`config.mk`:
```
export PLATFORM = sky130hd
export DESIGN_NAME = uart_byte_rx
export DESIGN_NICKNAME = d
export VERILOG_FILES = /design/src/source/ram_loader_pkg.sv /design/src/source/uart_byte_rx.sv
export VERILOG_INCLUDE_DIRS = /design/src /design/src/source
export SDC_FILE = /design/constraint.sdc
export NUM_CORES = 1
export LEC_CHECK = 0
export BUFFER_PORTS_ARGS = -buffer_cell sky130_fd_sc_hd__buf_2
export CAP_MARGIN = 20
export CORE_MARGIN = 4
export CORE_UTILIZATION = 53
export DETAILED_ROUTE_END_ITERATION = 10
export HOLD_SLACK_MARGIN = 0.15
export PLACE_DENSITY = 0.75
export SLEW_MARGIN = 10
export SYNTH_ARGS = -nofsm -noshare
export SYNTH_HDL_FRONTEND = slang
export SYNTH_SLANG_ARGS = --single-unit
```
`constraint.sdc`:
```
create_clock -name clk_i -period 2.4 [get_ports clk_i]
set_clock_uncertainty 0.15 [all_clocks]
set_input_delay 0.24 -clock clk_i [delete_from_list [all_inputs] [get_ports clk_i]]
set_output_delay 0.24 -clock clk_i [all_outputs]
set_load 0.1 [all_outputs]
```
`src/source/ram_loader_cfg.svh`:
```
`ifndef RAM_LOADER_CFG_SVH
`define RAM_LOADER_CFG_SVH

// Memory geometry
`define RAM_ADDR_W 10
`define RAM_DEPTH 1024
`define NB_COL 4
`define COL_W 8

// Clock cycles per serial bit
`define CLKS_PER_BIT 16

// Unlock sequence sent ahead of a program image
`define PROG_SEQ "PROG"
`define PROG_SEQ_LEN 4

// Idle cycles that drop a partial unlock sequence
`define SEQ_BREAK_CYCLES 400

`endif

```
`src/source/ram_loader_pkg.sv`:
```
`include "ram_loader_cfg.svh"

package ram_loader_pkg;

  //////////////////////////////
  // Memory types
  //////////////////////////////

  typedef logic [`NB_COL*`COL_W-1:0] word_t;
  typedef logic [`RAM_ADDR_W-1:0] addr_t;
  typedef logic [`NB_COL-1:0] strb_t;

  // One byte off the serial line
  typedef logic [7:0] byte_t;

  //////////////////////////////
  // Loader FSM
  //////////////////////////////

  typedef enum logic [2:0] {
    ST_WAIT,
    ST_RECEIVE,
    ST_CHECK,
    ST_COUNT,
    ST_PROGRAM,
    ST_FINISH
  } loader_state_e;

endpackage

```
`src/source/uart_byte_rx.sv`:
```
`include "ram_loader_cfg.svh"

module uart_byte_rx import ram_loader_pkg::*; (
  input  logic  clk_i,
  input  logic  rst_ni,
  input  logic  rx_i,
  output byte_t byte_o,
  output logic  valid_o
);

  localparam int CNT_W = $clog2(`CLKS_PER_BIT);

  logic             rx_meta_q;
  logic             rx_sync_q;
  logic             busy_q;
  logic [CNT_W-1:0] clk_cnt_q;
  logic [3:0]       bit_idx_q;
  byte_t            shift_q;
  logic             valid_q;

  // Line idles high
  always_ff @(posedge clk_i) begin
    if (!rst_ni) begin
      rx_meta_q <= 1'b1;
      rx_sync_q <= 1'b1;
    end else begin
      rx_meta_q <= rx_i;
      rx_sync_q <= rx_meta_q;
    end
  end

  //////////////////////////////
  // Bit timing
  //////////////////////////////

  // Bit index 0 is the start bit, 1 to 8 data, 9 the stop bit
  always_ff @(posedge clk_i) begin
    if (!rst_ni) begin
      busy_q    <= 1'b0;
      clk_cnt_q <= '0;
      bit_idx_q <= '0;
      valid_q   <= 1'b0;
    end else begin
      valid_q <= 1'b0;
      if (!busy_q) begin
        if (!rx_sync_q) begin
          // First sample lands mid start bit
          busy_q    <= 1'b1;
          clk_cnt_q <= CNT_W'(`CLKS_PER_BIT / 2 - 1);
          bit_idx_q <= '0;
        end
      end else if (clk_cnt_q == '0) begin
        clk_cnt_q <= CNT_W'(`CLKS_PER_BIT - 1);
        bit_idx_q <= bit_idx_q + 4'd1;
        if (bit_idx_q == 4'd0 && rx_sync_q) begin
          // Start bit gone high again by its centre
          busy_q <= 1'b0;
        end else if (bit_idx_q == 4'd9) begin
          busy_q  <= 1'b0;
          valid_q <= rx_sync_q;
        end
      end else begin
        clk_cnt_q <= clk_cnt_q - CNT_W'(1);
      end
    end
  end

  // LSB arrives first
  always_ff @(posedge clk_i) begin
    if (busy_q && clk_cnt_q == '0 && bit_idx_q >= 4'd1 && bit_idx_q <= 4'd8) begin
      shift_q <= {rx_sync_q, shift_q[7:1]};
    end
  end

  assign byte_o  = shift_q;
  assign valid_o = valid_q;

  a_single_strobe: assert property (@(posedge clk_i) disable iff (!rst_ni)
    valid_o |=> !valid_o);

endmodule

```
# Yosys cells after proc, flatten, opt, wreduce, memory -nomap -nowiden
# Cells that the tools add are included.
# Widths: inputs -> output; s select.
# classes
n_mux	11
eq_ne	3
n_reduce_logical	8
addsub	2
bitwise_logic	4
n_lt_le_gt_ge	2
# op_table
op	count
$mux 4	6
$logic_not 4->1	2
$mux 1	5
$reduce_or 5->1	1
$add 4x1->4 const B	1
$eq 4x4->1 const B	1
$ge 4x1->1 const B	1
$le 4x4->1 const B	1
$logic_and 1x1->1	4
$ne 2x1->1 const B	2
$not 1->1	4
$sub 4x1->4 const B	1
$reduce_and 2->1	1
# word_totals
ff_bits	20
inputBits	3
out_inout_bits	9
wordCells	37

# Logic depth before layout (Yosys ltp)
# depth
depth_word	5
mapped_depth	5
mapped_depth_nobuf	5

# Least setup slack after synthesis
# No wires, ideal clock.
# synth_timing
path_type	register to register
from	register bit_idx_q[0]
to	register shift_q[0], in the netlist byte_o[0] (enable)
setup_ps	386
arrival_ps	1509
n_path_buf	0
period_less_slack_ps	2045
path_stages_with_launch	6
path_slack_ps	355
path_cell_list	dfxtp_1 -> inv_1 -> ha_1 -> nand2b_1 -> nor3_1 -> a211oi_1
# synth_via
elab_chain_cells	3
elab_cells_between_ends	4
# synth_lines
element	line	rtl
from (decl)	uart_byte_rx.sv:17	logic [3:0] bit_idx_q;
from (signal assigned)	uart_byte_rx.sv:54	bit_idx_q <= bit_idx_q + 4'd1;
$ge 4x1->1	uart_byte_rx.sv:70	if (busy_q && clk_cnt_q == '0 && bit_idx_q >= 4'd1 && bit_idx_q <= 4'd8) begin
$logic_and 1x1->1	uart_byte_rx.sv:70	
$logic_and 1x1->1 *	uart_byte_rx.sv:70	
to (signal assigned)	uart_byte_rx.sv:71	shift_q <= {rx_sync_q, shift_q[7:1]};
to (decl)	uart_byte_rx.sv:18	byte_t shift_q;
# Every way passes the cells marked *; elsewhere a longest branch is shown, timed or not.
# A chain may end at the register's enable or synchronous reset.

# Worst setup path in the final report
# layout_timing
from	register clk_cnt_q[0]
to	register shift_q[0], in the netlist byte_o[0] (enable)
# layout_via
elab_chain_cells	4
# layout_lines
element	line	rtl
from (decl)	uart_byte_rx.sv:16	logic [CNT_W-1:0] clk_cnt_q;
from (signal assigned)	uart_byte_rx.sv:49	clk_cnt_q <= CNT_W'(`CLKS_PER_BIT / 2 - 1);
from (signal assigned)	uart_byte_rx.sv:53	clk_cnt_q <= CNT_W'(`CLKS_PER_BIT - 1);
from (signal assigned)	uart_byte_rx.sv:63	clk_cnt_q <= clk_cnt_q - CNT_W'(1);
$logic_not 4->1	uart_byte_rx.sv:70	
$logic_and 1x1->1 (3 in a row)	uart_byte_rx.sv:70	
# Every way passes these cells.

==> impl_metrics.sql <==
INSERT INTO impl_metrics (metric_group, metric, value, unit) VALUES
('synth', 'yosys-top-cells-area', 'sky130_fd_sc_hd__dfxtp_1 (29%), sky130_fd_sc_hd__edfxtp_1 (29%), sky130_fd_sc_hd__ha_1 (6.0%), sky130_fd_sc_hd__nand2b_1 (4.5%), sky130_fd_sc_hd__a21oi_1 (3.0%)', ''),
('global_routing', 'grt_antenna_before_repair', '0', ''),
('worst_setup_path', 'crit_fanout', '8', ''),
('global_routing', 'grt_max_degree', '12', ''),
('timing', 'final_setup_slack_of_the_worst_path', '0.5701', 'ns'),
('global_routing', 'grt_usage', '0.1665', ''),
('place', 'numPortBuffers', '11', ''),
('worst_setup_path', 'r2r_start', 'clk_cnt_q[0]$_SDFFE_PN0P_', ''),
('worst_setup_path', 'r2r_setup_slack', '0.57', 'ns'),
('worst_setup_path', 'arrival', '1.71', 'ns'),
('worst_setup_path', 'worstSetupStartpointType', 'flop', ''),
('final_layout', 'most-common-layout-cells', 'sky130_fd_sc_hd__dfxtp_1 (12), sky130_fd_sc_hd__buf_2 (11), sky130_fd_sc_hd__edfxtp_1 (8), sky130_fd_sc_hd__inv_1 (6), sky130_fd_sc_hd__nand2b_1 (6)', ''),
('synth', 'ys_ff_latch', '20', ''),
('global_routing', 'grt_overflow_total', '0', ''),
('final_layout', 'antenna-diode-count', '0', ''),
('worst_setup_path', 'cp-startpoint', 'clk_cnt_q[0]$_SDFFE_PN0P_', ''),
('cts', 'cts.reportedPaths.clkPinSlew', '0.10', 'ns'),
('final_layout', 'most_common_cell_after_layout_fill_and_taps_aside', 'sky130_fd_sc_hd__dfxtp_1', ''),
('cts', 'clock_latency', '0.31', 'ns'),
('pwr', 'power.share.clock', '0.274', ''),
('pwr', 'leakage', '0.3613', 'nW'),
('final_layout', 'final-seq-area', '480.5', 'um^2'),
('place', 'placed_wire_length_estimate_after_detailed_placement', '999.4', 'um'),
('worst_setup_path', 'ff2ff_path_depth', '5', ''),
('place', 'place_congestion', '0.6810', ''),
('synth', 'synth.net_count', '79', ''),
('cts', 'clock-root-buffer', 'sky130_fd_sc_hd__clkbuf_4', ''),
('job', 'drv.max_cap_violation_count', '0', ''),
('pwr', 'power_frac_comb', '0.099', ''),
('timing', 'rsz0062_at_grt', 'false', ''),
('detailed_routing', 'drt-total-wl', '1507', 'um'),
('detailed_routing', 'drtAntennaViolNets', '0', ''),
('worst_setup_path', 'slowest_stage_delay_on_critical_path', '0.35', 'ns'),
('final_layout', 'synthToLayoutAreaGrowth', '15.65', '%'),
('worst_setup_path', 'r2r-end', 'byte_o[0]$_DFFE_PP_', ''),
('cts', 'tritoncts_num_sinks', '20', ''),
('timing', 'tcrit_tclk_final', '0.7625', ''),
('synth', 'synth_area_per_cell', '11.66', 'um^2'),
('cts', 'post_cts_repair_timing_setup_buffer_count', '0', ''),
('pwr', 'switching_share', '0.2397', ''),
('global_routing', 'first_global_vias', '592', ''),
('detailed_routing', 'wl_per_cell', '14.22', 'um'),
('run_status', 'result_of_the_run', 'finished, final reports clean', ''),
('cts', 'tritoncts', 'yes', ''),
('floorplanning', 'area_of_the_placeable_core', '1506', 'um^2'),
('pwr', 'power.density', '612.4', 'nW/um^2'),
('timing', 'tightestPinTransition', '0.4873', 'ns'),
('worst_setup_path', 'slowest_stage', 'sky130_fd_sc_hd__dfxtp_1', ''),
('synth', 'netlist_area', '839.6', 'um^2'),
('floorplanning', 'fp.dieArea', '2285', 'um^2'),
('synth', 'syn-instance-count', '72', ''),
('final_layout', 'finish.utilization', '0.6445', ''),
('cts', 'cts_max_path_buffers', '2', ''),
('synth', 'sequential_area_share_after_synthesis', '0.5723', ''),
('worst_setup_path', 'setup.worst_path.end_class', 'flop', ''),
('pwr', 'finalPower', '0.5946', 'mW'),
('cts', 'post_cts_hold_buffer_count', '3', ''),
('detailed_routing', 'drt_drc_violations_left', '0', ''),
('detailed_routing', 'vias_per_cell', '5.755', ''),
('synth', 'netlist.top_cell.by_area', 'sky130_fd_sc_hd__dfxtp_1', ''),
('timing', 'maxSlewViolCount', '0', ''),
('place', 'dp_worst_setup_slack', '0.6094', 'ns'),
('pwr', 'total_switching_power', '0.1425', 'mW'),
('synth', 'number_of_enable_flip_flop_cells_after_synthesis', '8', ''),
('floorplanning', 'io_pins', '12', ''),
('timing', 'hold_viol', '0', ''),
('floorplanning', 'floorplan.initialDensity', '0.5573', ''),
('cts', 'cts_resized', '0', ''),
('final_layout', 'final_cell_area', '970.9', 'um^2'),
('cts', 'tritoncts.num_buffers', '3', ''),
('worst_setup_path', 'timing.setup.critical_path_class', 'reg -> reg', '');
-- kinds of logic (layout without fill, tap and decap cells) --
| kind of cell | count (synthesis) | count (layout) | share of synthesized area |
|---|---|---|---|
| fa+ha+maj | 4 | 4 | 0.05961 |
| buf+inv | 7 | 25 | 0.03577 |
| simple gates | 24 | 24 | 0.1744 |
| flops | 20 | 20 | 0.5723 |
| compound gates | 17 | 17 | 0.1580 |
-- layer usage --
metal / vias to the layer above / GRT usage / wire [um]
met4: 0 / 0.05376 / 20
met2: 14 / 0.2823 / 745
li1: 303 / - / -
met1: 288 / 0.1808 / 647
met3: 5 / 0.08271 / 94
met5: - / 0 / 0
-- worst max-delay path, delay by kind of cell, from the launching register on --
kind / cells / cell delay (ns)
flops: 1 / 0.35
simple gates: 1 / 0.28
buf+inv: 2 / 0.27
compound gates: 1 / 0.26
fa+ha+maj: 1 / 0.23
-- how the worst min path moves through the flow --
stage	to	startpoint	cells after the start
floorplan	rx_meta_q$_SDFF_PN1_	rst_ni	1
global placement	rx_sync_q$_SDFF_PN1_	rx_meta_q$_SDFF_PN1_	1
detailed placement	rx_sync_q$_SDFF_PN1_	rx_meta_q$_SDFF_PN1_	1
CTS	rx_sync_q$_SDFF_PN1_	rx_meta_q$_SDFF_PN1_	1
global route	rx_sync_q$_SDFF_PN1_	rx_meta_q$_SDFF_PN1_	1
finish	rx_sync_q$_SDFF_PN1_	rx_meta_q$_SDFF_PN1_	1
-- power by group through the flow --
| stage | combinational [mW] | sequential (mW) | clock (mW) |
|---|---|---|---|
| after global placement | 0.0533 | 0.380 | 0 |
| final | 0.0586 | 0.373 | 0.163 |
| after floorplan | 0.0407 | 0.382 | 0 |
| after CTS | 0.0585 | 0.373 | 0.162 |
| after detailed placement | 0.0538 | 0.381 | 0 |
| after global routing | 0.0670 | 0.375 | 0.185 |
-- stage by stage --
stage / hold slack [ns] / instances
2_1_floorplan: 0.1630 / 72
3_3_place_gp: 0.2465 / 99
3_5_place_dp: 0.2584 / 99
4_1_cts: 0.2789 / 106
5_1_grt: 0.3009 / 106
6_report: 0.2758 / 106
-- Yosys cell counts, types with 2 or more instances --
| library cell | instances |
|---|---|
| sky130_fd_sc_hd__a31oi_1 | 2 |
| sky130_fd_sc_hd__nand2_1 | 5 |
| sky130_fd_sc_hd__nand3_1 | 3 |
| sky130_fd_sc_hd__edfxtp_1 | 8 |
| sky130_fd_sc_hd__a21oi_1 | 5 |
| sky130_fd_sc_hd__nand2b_1 | 6 |
| sky130_fd_sc_hd__a311oi_1 | 2 |
| sky130_fd_sc_hd__inv_1 | 6 |
| sky130_fd_sc_hd__dfxtp_1 | 12 |
| sky130_fd_sc_hd__a211oi_1 | 2 |
| sky130_fd_sc_hd__nor3_1 | 2 |
| sky130_fd_sc_hd__ha_1 | 4 |
-- final cells by class --
type                    instances  share of cell area
inverters                       6             0.02320
multi-input cells              45              0.3389
flip-flops and latches         20              0.4948
well taps                      16             0.02062
repair buffers                 15             0.09536
clock buffers                   4             0.02706
-- flip-flops by register name, summed over array words and instances (netlist names) --
| name | flops |
|---|---|
| clk_cnt_q | 4 |
| valid_o | 1 |
| busy_q | 1 |
| rx_meta_q | 1 |
| rx_sync_q | 1 |
| bit_idx_q | 4 |
| byte_o | 8 |
(Power assumes the default switching activity.)
