[config.mk]
export PLATFORM = sky130hd
export DESIGN_NAME = prog_loader_flat
export DESIGN_NICKNAME = d
export VERILOG_FILES = /design/src/source/ram_loader_pkg.sv /design/src/source/ram_prog_if.sv /design/src/source/prog_loader.sv /design/src/flat_wrapper.sv
export VERILOG_INCLUDE_DIRS = /design/src /design/src/source
export SDC_FILE = /design/constraint.sdc
export NUM_CORES = 1
export LEC_CHECK = 0
export BUFFER_PORTS_ARGS = -buffer_cell sky130_fd_sc_hd__buf_2
export CELL_PAD_IN_SITES_DETAIL_PLACEMENT = 0
export CELL_PAD_IN_SITES_GLOBAL_PLACEMENT = 1
export CORE_MARGIN = 10
export CORE_UTILIZATION = 31
export DETAILED_ROUTE_END_ITERATION = 8
export GPL_ROUTABILITY_DRIVEN = 0
export PLACE_DENSITY_LB_ADDON = 0.1
export SYNTH_ARGS = -nofsm -noshare
export SYNTH_HDL_FRONTEND = slang
export SYNTH_SLANG_ARGS = --single-unit
[constraint.sdc]
create_clock -name clk_i -period 3 [get_ports clk_i]
set_input_delay 0 -clock clk_i [delete_from_list [all_inputs] [get_ports clk_i]]
set_output_delay 0 -clock clk_i [all_outputs]
set_load 0.05 [all_outputs]
[src/source/ram_loader_cfg.svh]
`ifndef RAM_LOADER_CFG_SVH
`define RAM_LOADER_CFG_SVH

// Memory geometry
`define RAM_ADDR_W 10
`define RAM_DEPTH 1024
`define NB_COL 4
`define COL_W 8

// Clock cycles per serial bit
`define CLKS_PER_BIT 16

// Unlock sequence sent ahead of a program image
`define PROG_SEQ "PROG"
`define PROG_SEQ_LEN 4

// Idle cycles that drop a partial unlock sequence
`define SEQ_BREAK_CYCLES 400

`endif

[src/source/ram_loader_pkg.sv]
`include "ram_loader_cfg.svh"

package ram_loader_pkg;

  //////////////////////////////
  // Memory types
  //////////////////////////////

  typedef logic [`NB_COL*`COL_W-1:0] word_t;
  typedef logic [`RAM_ADDR_W-1:0] addr_t;
  typedef logic [`NB_COL-1:0] strb_t;

  // One byte off the serial line
  typedef logic [7:0] byte_t;

  //////////////////////////////
  // Loader FSM
  //////////////////////////////

  typedef enum logic [2:0] {
    ST_WAIT,
    ST_RECEIVE,
    ST_CHECK,
    ST_COUNT,
    ST_PROGRAM,
    ST_FINISH
  } loader_state_e;

endpackage

[src/source/ram_prog_if.sv]
interface ram_prog_if import ram_loader_pkg::*; ();

  // Write traffic from the serial loader into the RAM
  logic  prog_valid;
  addr_t prog_addr;
  word_t prog_data;
  logic  prog_mode;

  modport loader (
    output prog_valid,
    output prog_addr,
    output prog_data,
    output prog_mode
  );

  modport ram (
    input prog_valid,
    input prog_addr,
    input prog_data,
    input prog_mode
  );

endinterface

[src/source/prog_loader.sv]
`include "ram_loader_cfg.svh"

module prog_loader import ram_loader_pkg::*; (
  input  logic  clk_i,
  input  logic  rst_ni,
  input  byte_t rx_byte_i,
  input  logic  rx_valid_i,
  ram_prog_if.loader prog,
  output logic  system_reset_no
);

  localparam int SEQ_CNT_W = $clog2(`PROG_SEQ_LEN);
  localparam int BRK_W = $clog2(`SEQ_BREAK_CYCLES + 1);
  localparam int SEQ_W = `PROG_SEQ_LEN * 8;

  loader_state_e        state_q;
  loader_state_e        state_d;
  logic [SEQ_W-1:0]     seq_q;
  logic [SEQ_CNT_W-1:0] seq_cnt_q;
  logic [BRK_W-1:0]     brk_cnt_q;
  logic [1:0]           byte_cnt_q;
  word_t                count_q;
  word_t                count_nxt;
  word_t                words_q;
  word_t                data_q;
  word_t                data_nxt;
  addr_t                addr_q;
  logic                 valid_q;
  logic                 rst_n_q;

  // Big-endian assembly with the newest byte at the bottom
  assign count_nxt = {count_q[$bits(word_t)-9:0], rx_byte_i};
  assign data_nxt  = {data_q[$bits(word_t)-9:0], rx_byte_i};

  //////////////////////////////
  // Next state
  //////////////////////////////

  always_comb begin
    state_d = state_q;
    case (state_q)
      ST_WAIT: begin
        if (rx_valid_i) begin
          state_d = ST_RECEIVE;
        end
      end
      ST_RECEIVE: begin
        if (rx_valid_i) begin
          if (seq_cnt_q == SEQ_CNT_W'(`PROG_SEQ_LEN - 1)) begin
            state_d = ST_CHECK;
          end
        end else if (brk_cnt_q == BRK_W'(`SEQ_BREAK_CYCLES)) begin
          state_d = ST_WAIT;
        end
      end
      ST_CHECK: begin
        state_d = (seq_q == `PROG_SEQ) ? ST_COUNT : ST_WAIT;
      end
      ST_COUNT: begin
        if (rx_valid_i && &byte_cnt_q) begin
          state_d = (count_nxt == '0) ? ST_FINISH : ST_PROGRAM;
        end
      end
      ST_PROGRAM: begin
        // Counter catches up while the last word is being written
        if (words_q == count_q) begin
          state_d = ST_FINISH;
        end
      end
      default: state_d = ST_WAIT;
    endcase
  end

  //////////////////////////////
  // Control state
  //////////////////////////////

  always_ff @(posedge clk_i) begin
    if (!rst_ni) begin
      state_q    <= ST_WAIT;
      seq_cnt_q  <= '0;
      brk_cnt_q  <= '0;
      byte_cnt_q <= '0;
      words_q    <= '0;
      addr_q     <= '0;
      valid_q    <= 1'b0;
      rst_n_q    <= 1'b1;
    end else begin
      state_q <= state_d;
      valid_q <= 1'b0;
      rst_n_q <= (state_q != ST_FINISH);
      case (state_q)
        ST_WAIT: begin
          seq_cnt_q  <= rx_valid_i ? SEQ_CNT_W'(1) : '0;
          brk_cnt_q  <= '0;
          byte_cnt_q <= '0;
          words_q    <= '0;
          addr_q     <= '0;
        end
        ST_RECEIVE: begin
          if (rx_valid_i) begin
            seq_cnt_q <= seq_cnt_q + SEQ_CNT_W'(1);
            brk_cnt_q <= '0;
          end else begin
            brk_cnt_q <= brk_cnt_q + BRK_W'(1);
          end
        end
        ST_COUNT: begin
          if (rx_valid_i) begin
            byte_cnt_q <= byte_cnt_q + 2'd1;
          end
        end
        ST_PROGRAM: begin
          if (rx_valid_i) begin
            byte_cnt_q <= byte_cnt_q + 2'd1;
            if (&byte_cnt_q) begin
              valid_q <= 1'b1;
              words_q <= words_q + 1'b1;
            end
          end
          if (valid_q) begin
            addr_q <= addr_q + 1'b1;
          end
        end
        default: ;
      endcase
    end
  end

  // Byte payload
  always_ff @(posedge clk_i) begin
    if (rx_valid_i) begin
      case (state_q)
        ST_WAIT, ST_RECEIVE: seq_q <= {seq_q[SEQ_W-9:0], rx_byte_i};
        ST_COUNT: count_q <= count_nxt;
        ST_PROGRAM: data_q <= data_nxt;
        default: ;
      endcase
    end
  end

  assign prog.prog_valid = valid_q;
  assign prog.prog_addr  = addr_q;
  assign prog.prog_data  = data_q;
  assign prog.prog_mode  = (state_q == ST_PROGRAM);
  assign system_reset_no = rst_n_q;

  a_valid_in_mode: assert property (@(posedge clk_i) disable iff (!rst_ni)
    prog.prog_valid |-> prog.prog_mode);

  a_reset_pulse: assert property (@(posedge clk_i) disable iff (!rst_ni)
    !system_reset_no |=> system_reset_no);

endmodule

[src/flat_wrapper.sv]
// flat-port wrapper written by rule: the top's interface ports become plain ports
module prog_loader_flat import ram_loader_pkg::*;
  (clk_i, rst_ni, rx_byte_i, rx_valid_i, system_reset_no, prog_prog_valid, prog_prog_addr, prog_prog_data, prog_prog_mode);
  ram_prog_if prog_i ();
  input  logic clk_i;
  input  logic rst_ni;
  input  byte_t rx_byte_i;
  input  logic rx_valid_i;
  output logic system_reset_no;
  output wire logic [$bits(prog_i.prog_valid)-1:0] prog_prog_valid;
  output wire logic [$bits(prog_i.prog_addr)-1:0] prog_prog_addr;
  output wire logic [$bits(prog_i.prog_data)-1:0] prog_prog_data;
  output wire logic [$bits(prog_i.prog_mode)-1:0] prog_prog_mode;
  assign prog_prog_valid = prog_i.prog_valid;
  assign prog_prog_addr = prog_i.prog_addr;
  assign prog_prog_data = prog_i.prog_data;
  assign prog_prog_mode = prog_i.prog_mode;
  prog_loader u_core (.clk_i(clk_i), .rst_ni(rst_ni), .rx_byte_i(rx_byte_i), .rx_valid_i(rx_valid_i), .prog(prog_i), .system_reset_no(system_reset_no));
endmodule
-- After elaboration in Yosys (flattened, before gate mapping)
Index checks and enable logic that the tools add are counted.
- bits in registers: 156
- bits of input ports: 11
- output and inout port bits: 45
- logic and storage cells: 75
- add/sub/neg operators: 5
- equality and inequality tests: 19
- muxes and demuxes: 22
- reductions and logical operators: 18
- operator list (kind ; number):
    $mux W32 ; 2
    $pmux W32 S2 ; 1
    $add A32 B1 Y32 const B ; 1
    $eq A32 B31 Y1 const B ; 1
    $eq A32 B32 Y1 ; 1
    $logic_not A32 Y1 ; 1
    $pmux W10 S2 ; 1
    $mux W3 ; 6
    $pmux W9 S2 ; 1
    $pmux W3 S5 ; 1
    $reduce_and A2 Y1 ; 7
    $add A10 B1 Y10 const B ; 1
    $mux W10 ; 1
    $ne A2 B1 Y1 const B ; 5
    $add A9 B1 Y9 const B ; 1
    $eq A9 B9 Y1 const B ; 1
    $mux W9 ; 1
    $pmux W2 S2 ; 2
    $eq A3 B2 Y1 const B ; 2
    $mux W2 ; 3
    $ne A2 B2 Y1 const B ; 3
    $ne A3 B2 Y1 const B ; 2
    $reduce_and A3 Y1 ; 2
    $reduce_bool A2 Y1 ; 3
    other kinds (10) ; 14

-- Longest topological paths before layout
- depth after elaboration: 4
- mapped depth: 8
- mapped depth without buffers: 6

-- Worst setup path before layout
Ideal clock, no wire load.
- path type: register to register
- from: register u_core.state_q[0]
- to: register u_core.data_q[0], in the netlist u_core.prog.prog_data[0], enable pin
- setup time: 0.392 ns
- arrival: 3.086 ns
- data required time: 2.608 ns
- path slack: -0.478 ns
- cell stages (with the launch flop): 5
- path buffers: 2
- period minus slack after synthesis: 3.478 ns
- cells stage by stage: dfxtp_1 > clkbuf_1 > clkbuf_1 > nor3b_1 > and2_1
- cells in the longest elaborated chain, start to end: 2
- RTL lines (element ; RTL line ; RTL):
    start: declaration ; prog_loader.sv:16 ; loader_state_e state_q;
    start signal: assignment ; prog_loader.sv:89 ; state_q <= state_d;
    $eq A3 B3 Y1 ; -- ;
    via prog_prog_mode ; flat_wrapper.sv:13 ; output wire logic [$bits(prog_i.prog_mode)-1:0] prog_prog_mode;
    $reduce_and A2 Y1 (no line) ; -- ;
    end signal: assignment ; prog_loader.sv:136 ; ST_PROGRAM: data_q <= data_nxt;
    end: declaration ; prog_loader.sv:25 ; word_t data_q;
The timed path passes the listed nets, and every way through them passes these cells.
A chain may end at the register's enable or synchronous reset.

-- Final worst setup path
- from: register u_core.seq_q[27]
- to: register u_core.state_q[0]
- cells in the longest elaborated chain, start to end: 3
- RTL lines (element ; RTL line ; RTL):
    start: declaration ; prog_loader.sv:18 ; logic [SEQ_W-1:0] seq_q;
    start signal: assignment ; prog_loader.sv:134 ; ST_WAIT, ST_RECEIVE: seq_q <= {seq_q[SEQ_W-9:0], rx_byte_i};
    $eq A32 B31 Y1 (no line) ; -- ;
    $mux W2 ; prog_loader.sv:57 ; state_d = (seq_q == `PROG_SEQ) ? ST_COUNT : ST_WAIT;
    $pmux W3 S5 ; prog_loader.sv:41 ; case (state_q)
No other way between the ends.

==> qor.txt <==
Die H: 165 um
Outcome: finished, final reports clean
Area grow syn2layout: 19.2%
DRC Markers: 0
Clock Sinks: 156
Core ar.: 20400 um^2
Max VDD drop: 0.380 mV
Global-route wire length before repair: 23.5 mm
Syn Inst Count: 533
Initial antenna violation count: 0
Seq. cell area: 4080 um^2
Final wirelength: 14.5 mm
Slew Limit Fails: 0
Sw power: 0.00141 W
Crit Path Max Fanout: 2
Most used DFF post-synth: edfxtp_1
Worst hold path class: in -> reg
Clk_lat worst skew: 0.43 ns
Most common cell after layout, fill and taps aside: edfxtp_1
Clock share of power: 40.4%
Area of the multi-input gates: 2230 um^2
Die Area: 27100 um^2
Syn Nets: 550
Fin nets: 619
# resized after CTS: 0
Pwr per Cell Area: 687 nW/um^2
Detailed-route via count: 4210
Post-synthesis cell area: 6490 um^2
Number of I/O port buffers: 55
Crit. End Element: flop
Ports: 56
Async S/R FF share, synth: 0%
Hold buffer count at cts: 10
Netlist cell types: 56
Die W: 165 um
Worst-Margin Slew: 0.762 ns
Final HPWL DP: 10.1 mm
Setup TNS: 0 ns
Post-synthesis sequential area ratio: 62.9%
EDFF count, synth: 96
Layout cells sized above 1: 18.7%
Yosys reg bits: 156
Sw Share: 26.6%
Vias/cell: 4.76
CP Launch Type: flop
Rows: 52
Skew final: 0.0113 ns
Vias in the first global route: 4280
Leading cell types in the layout, fill and taps excluded: edfxtp_1 (96), dfxtp_1 (60), nor2_1 (59)
Final worst-path cycle share: 75.7%
Sequential power share: 49.3%
Hold Fails Final Rpt: 0
1st-iter DRT viols: 285
All-layer global routing usage: 11.1%
Setup Buffers After CTS: 0
CTS root buf: clkbuf_16
Clk slew on worst S/H paths: 0.06 ns
Yosys warnings: 0
Combinational share of power: 10.3%
Max Cap Viol: 0
First-pass DRT Iterations: 4
Fillers: 2047
FMAX: 440 MHz
Final hold slack: 0.354 ns
Final Cell Area: 7740 um^2
P_leak: 2.52 nW
Post-DP Area: 7050 um^2
CTS H-tree lvls: 4
Total global routing overflow: 0
RSZ-0062 raised after global routing: false
Crit path kind: reg -> reg
P_int: 0.00390 W
Synth Area per Inst: 12.2 um^2
WL/cell: 16.4 um
CTS Buffer Depth: 2
Final setup viols: 0
Crit path time final: 2.27 ns
Antenna Nets Post-Route: 0
ANT cells: 0
CTS tree: built
Worst Path Arrival: 2.56 ns
Pin count of the biggest net entering global routing: 34
Initial core utilization: 31.8%
CP required: 3.29 ns
Inserted Clock Buffers: 17
Max transition margin: 49.1%
## per-layer routing
metal  vias up  global-route usage, %  part of all wire, %
li1       2086                      -                    -
met1      2042                   14.7                   49
met2        67                   17.0                   46
met3        15                   2.89                  4.4
met4         0                   4.63                  1.5
met5         -                      0                    0
## through the flow
stage          setup WS [ns]  util, %  power, W  cells
6_report               0.729     37.9   0.00531    885
5_1_grt                0.580     37.9   0.00557    885
4_1_cts                0.771     37.9   0.00539    885
3_5_place_dp           0.785     34.5   0.00322    843
3_3_place_gp           0.910     34.5   0.00321    843
2_1_floorplan          0.193        -   0.00302    533
## worst max-delay path: stages (launching register included)
cell and delay [ns]:
edfxtp_1 0.36, nor4b_1 0.52, nand4_1 0.16, nor4_1 0.54
a2111oi_0 0.12, a2111oi_0 0.43
## power by group through the flow
stage / clock network (W) / registers [W] / logic, W
floorplan: 0 / 0.00262 / 0.000403
global placement: 0 / 0.00266 / 0.000543
detailed placement: 0 / 0.00267 / 0.000551
CTS: 0.00221 / 0.00262 / 0.000563
global route: 0.00230 / 0.00264 / 0.000626
finish: 0.00215 / 0.00262 / 0.000548
## worst paths after layout
| kind | start | cells after the start | end | slack, ns |
|---|---|---|---|---|
| setup / recovery | u_core.seq_q[27]$_DFFE_PP_ | 5 | u_core.state_q[0]$_SDFFE_PN0P_ | 0.73 |
| hold / removal | rx_byte_i[2] | 2 | u_core.prog.prog_data[2]$_DFFE_PP_ | 0.35 |
| setup reg to reg | u_core.seq_q[27]$_DFFE_PP_ | 5 | u_core.state_q[0]$_SDFFE_PN0P_ | 0.73 |
| hold reg to reg | u_core.seq_q[20]$_DFFE_PP_ | 0 | u_core.seq_q[28]$_DFFE_PP_ | 0.44 |
## registers in the layout, indices dropped and copies added, names as in the netlist
signal,cells
u_core.prog.prog_data,32
u_core.state_q,3
u_core.count_q,32
u_core.brk_cnt_q,9
u_core.prog.prog_addr,10
u_core.system_reset_no,1
u_core.seq_cnt_q,2
u_core.words_q,32
u_core.byte_cnt_q,2
u_core.prog.prog_valid,1
u_core.seq_q,32
## layout make-up
class,instances,share of cell area (%)
clock buffers,18,5.55
clock inverters,14,2.02
inverters,18,0.873
multi-input cells,337,28.9
flip-flops and latches,156,52.8
well taps,270,4.37
repair buffers,72,5.53
## logic make-up after synthesis
group                      synth area share, %
AOI/OAI and AO/OA                         5.61
adders and majority gates                 1.16
buffers and inverters                     2.81
and+or+nand+nor                           18.8
muxes                                    0.347
DFF                                       62.9
xor gates and xnor gates                  8.36
## cells in the mapped netlist (5+ instances only)
| cell | instances | area share [%] |
|---|---|---|
| edfxtp_1 | 96 | 44 |
| clkbuf_1 | 18 | 1.0 |
| a31oi_1 | 6 | 0.58 |
| nor2_1 | 59 | 3.4 |
| dfxtp_1 | 60 | 19 |
| nor3b_1 | 5 | 0.58 |
| ha_1 | 6 | 1.2 |
| a21oi_1 | 14 | 1.1 |
| o22ai_1 | 6 | 0.58 |
| and3_1 | 7 | 0.67 |
| or3_1 | 5 | 0.48 |
| o21ai_0 | 14 | 1.1 |
| nor3_2 | 8 | 1.2 |
| nand3_1 | 19 | 1.5 |
| xnor2_1 | 54 | 7.3 |
| nand4_1 | 19 | 1.8 |
| a22oi_1 | 5 | 0.58 |
| xor2_1 | 8 | 1.1 |
| and2_1 | 7 | 0.67 |
| nor4_1 | 15 | 1.4 |
| inv_1 | 18 | 1.0 |
| nand2_1 | 24 | 1.4 |
| nor3_1 | 7 | 0.54 |
No activity file was read; power rests on OpenSTA's default activity.
